===== config.mk =====
export PLATFORM = sky130hd
export DESIGN_NAME = rsSlot
export DESIGN_NICKNAME = d
export VERILOG_FILES = /design/src/verilog/rsPkg.sv /design/src/verilog/rsSlot.sv
export SDC_FILE = /design/constraint.sdc
export NUM_CORES = 1
export LEC_CHECK = 0
export ABC_CLOCK_PERIOD_IN_PS = 13600
export BUFFER_PORTS_ARGS = -buffer_cell sky130_fd_sc_hd__buf_4
export CAP_MARGIN = 10
export CORE_AREA = 2 2 149 151
export DETAILED_ROUTE_END_ITERATION = 10
export DIE_AREA = 0 0 151 153
export PLACE_DENSITY = 0.58
export SETUP_SLACK_MARGIN = 0.5
export SLEW_MARGIN = 40
export SYNTH_ARGS = -nofsm -noshare
export SYNTH_HDL_FRONTEND = slang
export SYNTH_SLANG_ARGS = --single-unit

===== constraint.sdc =====
create_clock -name clk -period 13.6 [get_ports clk]
set_input_delay 2.72 -clock clk [delete_from_list [all_inputs] [get_ports clk]]
set_output_delay 2.72 -clock clk [all_outputs]
set_load 0.02 [all_outputs]

===== src/verilog/rsPkg.sv =====
`default_nettype none

package rsPkg;

    localparam int numForward = 3;          // Result buses feeding wakeup

    typedef logic [31:0] dataWord;
    typedef logic [5:0]  physReg;
    typedef logic [5:0]  robTag;
    typedef logic [3:0]  aluCtrl;

    typedef enum logic [1:0] {
        fuAlu0,
        fuAlu1,
        fuMem
    } fuKind;

    typedef enum logic {
        memIdle,
        memBusy
    } memState;

    // One dispatched instruction as it sits in a station slot
    typedef struct packed {
        logic    valid;
        robTag   robNum;
        fuKind   fu;
        physReg  rd;
        physReg  rs1;
        physReg  rs2;
        logic    rs1Rdy;
        logic    rs2Rdy;
        dataWord rs1Data;
        dataWord rs2Data;
        aluCtrl  op;
        dataWord imm;
    } dispatchEntry;

    typedef struct packed {
        logic    valid;
        physReg  regAddr;
        dataWord data;
    } forwardBus;

    typedef struct packed {
        logic    valid;
        robTag   robNum;
        physReg  rd;
        dataWord src1;
        dataWord src2;
        aluCtrl  op;
        dataWord imm;
    } issuePacket;

endpackage

`default_nettype wire


===== src/verilog/rsSlot.sv =====
`timescale 1ns/1ps
`default_nettype none

module rsSlot (
    input  logic                clk,
    input  logic                reset,
    input  logic                write,
    input  rsPkg::dispatchEntry writeData,
    input  rsPkg::forwardBus    forward [rsPkg::numForward],
    input  logic                grant,
    output rsPkg::dispatchEntry entry,
    output logic                ready
);
    import rsPkg::*;

    logic [numForward-1:0] hit1;    // Per-bus tag match on source 1
    logic [numForward-1:0] hit2;

    always_comb begin
        for (int i = 0; i < numForward; i++) begin
            hit1[i] = forward[i].valid && !entry.rs1Rdy && (forward[i].regAddr == entry.rs1);
            hit2[i] = forward[i].valid && !entry.rs2Rdy && (forward[i].regAddr == entry.rs2);
        end
    end

    always_ff @(posedge clk) begin
        if (reset) begin
            entry.valid  <= 1'b0;
            entry.rs1Rdy <= 1'b0;
            entry.rs2Rdy <= 1'b0;
        end else if (write) begin
            entry <= writeData;                     // Forwards this cycle are ignored
        end else if (grant) begin
            entry.valid  <= 1'b0;
            entry.rs1Rdy <= 1'b0;
            entry.rs2Rdy <= 1'b0;
        end else if (entry.valid) begin
            // Later buses take priority on a multiple match
            for (int i = 0; i < numForward; i++) begin
                if (hit1[i]) begin
                    entry.rs1Rdy  <= 1'b1;
                    entry.rs1Data <= forward[i].data;
                end
                if (hit2[i]) begin
                    entry.rs2Rdy  <= 1'b1;
                    entry.rs2Data <= forward[i].data;
                end
            end
        end
    end

    assign ready = entry.valid && entry.rs1Rdy && entry.rs2Rdy;

endmodule

`default_nettype wire


==> metrics.md <==
| Metric | Value |
|---|---|
| CORE AREA | `21,500 um^2` |
| Top cells by area, synth | `edfxtp_1, o31ai_2, a211oi_2, mux2i_1, o31ai_1` |
| Multi-input logic area | `2800 um^2` |
| Setup Fix Bufs, Post-CTS | `0` |
| Avg Cell Area, Syn | `12.8 um^2` |
| Sequential power share | `39.8%` |
| Largest registers | `entry (129)` |
| P per Cell Area | `112 nW/um^2` |
| Async S/R FF share, synth | `0%` |
| Net switching power figure | `0.313 mW` |
| Top reg by flops | `entry` |
| Maximum VDD drop | `0.0000790 V` |
| Antenna Violating Nets Remaining | `0` |
| Pins Over Slew Limit | `0` |
| HP Class | `flop to flop` |
| Top cell type's share of synthesized area | `55.3%` |
| Cell taking the most area after synthesis | `edfxtp_1` |
| Number of synthesized flops with an enable pin | `126` |
| Crit end category | `flop` |
| Critical Path AT | `5.39 ns` |
| Clock power share | `42.9%` |
| Sw Share | `26.3%` |
| Initial antenna violation count | `1` |
| Mapped Cells | `535` |
| Cts hold-fix bufs | `0` |
| Combinational Power Share | `17.3%` |
| Rel. slew slack | `47.0%` |
| Share of layout cells above drive strength 1 | `53.5%` |
| Hold Slack | `0.709 ns` |
| Post-CTS sizing | `0` |
| CP Max Fanout | `64` |
| Period utilisation layout | `38.8%` |
| Synth Warn # | `0` |
| Fin crit period | `5.27 ns` |
| Inserted Clock Buffers | `17` |
| Count leader, synth | `edfxtp_1` |
| Maximum clock rate | `0.190 GHz` |
| Synth cell types | `35` |
| CTS Root Cell | `clkbuf_16` |
| Synthesized flop and latch total | `129` |
| Port bufs | `379` |
| Clock Latency Late Sink | `0.42 ns` |
| Crit Path Class | `input pin to flop` |
| Number of global-route vias before repair | `6,035` |
| P_int | `0.879 mW` |
| Drt wl/cell | `21.5 um` |
| Startpoint types | `input pin` |
| RSZ-0062 raised after global routing | `false` |
| Status | `completed` |
| IO Pins | `380` |
| Post-Route WL | `25,800 um` |
| Max reg flops | `129` |
| Setup TNS | `0 ns` |
| Storage element area | `3840 um^2` |
| First-pass detailed-route iteration total | `4` |
| Grt total ovfl | `0` |
| CTS tree | `built` |
| Routed via count | `5,909` |
| First-pass GRT wire length | `36,600 um` |
| Row count | `54` |
| Commonest cells in the netlist | `edfxtp_1, nor2_1, nand2b_1` |
| Vias per cell | `4.93` |
| Starting density of the core | `31.8%` |
| Worst clock skew | `0.0115 ns` |
| Clock-pin slew on the worst setup and hold paths | `0.06 ns` |
| Clock Path Buffers | `2` |
| Syn Nets | `785` |
| Pin count of the biggest net entering global routing | `75` |
| Die Ht | `153 um` |
| # DRC | `0` |
| WP data required | `13.72 ns` |
| Starting DRT DRC Count | `250` |
| Max-cap violations | `0` |
| Hold Vio Cnt, Final | `0` |
| # setup viols final | `0` |
| Least-Margin Pin Slew | `0.795 ns` |
| Post-synthesis sequential area ratio | `56.2%` |
| Post-DP HPWL | `19,700 um` |
| GRT Total Usage | `21.8%` |
| Clock sink count | `129` |
| Post-synthesis to final-layout area growth | `55.4%` |
| Cell Area, Synth | `6840 um^2` |
| H-tree level count | `4` |
| Fin nets | `1,155` |
| Die area | `23,100 um^2` |
| Ys flop type | `edfxtp_1` |
| RePlAce Congestion | `0.816` |
| Die width | `151 um` |
| Leakage Power | `4.52 nW` |
| FILL cells | `1,990` |
[power groups by stage]
stage / Sequential, mW / Combinational [mW] / Clock [mW]
2_1_floorplan: 0.507 / 0.0633 / 0
3_3_place_gp: 0.484 / 0.206 / 0
3_5_place_dp: 0.483 / 0.207 / 0
4_1_cts: 0.475 / 0.208 / 0.522
5_1_grt: 0.477 / 0.221 / 0.540
6_report: 0.475 / 0.206 / 0.511
[cells in the final DEF (no fill, tap or decap), types with 2 or more instances in the layout]
cell       count
nor2_1        36
inv_8          3
a21boi_0      32
inv_6          4
bufinv_16      4
buf_4        388
nand4_1        4
a21oi_1       35
nor4_1         5
mux2i_1       32
a211oi_2      29
xnor2_1       15
xor2_1        21
o31ai_2       30
clkinv_4       3
buf_8          3
nor2_4         2
o31ai_1       34
edfxtp_1     126
a211oi_1       5
nand2b_1      36
and3_1         2
nor3_1         3
dfxtp_1        3
clkbuf_16     17
nand2_1       32
[final cells by class]
class,instances,share of cell area [%]
Clock buffer,17,4.00
Sequential cell,129,36.2
Antenna cell,1,0.0235
Clock inverter,15,2.10
Multi-Input combinational cell,364,26.4
Timing Repair Buffer,392,28.0
Tap cell,280,3.30
Inverter,1,0.0353
[worst paths after layout]
check	cells past startpoint	start	slack, ns	end
max	9	write	8.33	entry[82]
min	2	entry[101]	0.71	entry[101]
max reg2reg	7	entry[106]	10.34	entry[48]
min reg2reg	2	entry[101]	0.71	entry[101]
[critical path, stage by stage]
cell,delay (ns)
buf_4,0.52
buf_4,0.47
buf_12,0.27
a41oi_4,0.04
buf_4,0.27
and3_1,0.25
nor2_4,0.35
buf_8,0.21
buf_8,0.17
[layer usage]
metal / track usage, % / vias up / part of all wire (%)
met3: 8.15 / 34 / 10
met2: 37.0 / 313 / 50
li1: - / 2793 / -
met5: 0 / - / 0
met4: 6.23 / 0 / 2.2
met1: 25.6 / 2769 / 38
[stage by stage]
step | instances | util [%] | total power [mW] | worst slack (ns) | area [um^2]
final | 1199 | 49.5 | 1.19 | 8.33 | 10600
after global routing | 1199 | 49.5 | 1.24 | 8.17 | 10600
after CTS | 1197 | 49.4 | 1.20 | 8.28 | 10600
after detailed placement | 1165 | 46.3 | 0.690 | 7.83 | 9960
after global placement | 1162 | 46.1 | 0.690 | 7.38 | 9910
after floorplan | 535 | - | 0.570 | 6.64 | 6840
[cells by family after synthesis]
| group | after synthesis | synth area share, % |
|---|---|---|
| multiplexers | 32 | 4.68 |
| flip-flops | 129 | 56.2 |
| AND/OR/NAND/NOR | 129 | 9.51 |
| buffers and inverters | 42 | 3.60 |
| AO/OA/AOI/OAI | 167 | 21.4 |
| XOR/XNOR | 36 | 4.61 |
(Power assumes the default switching activity.)
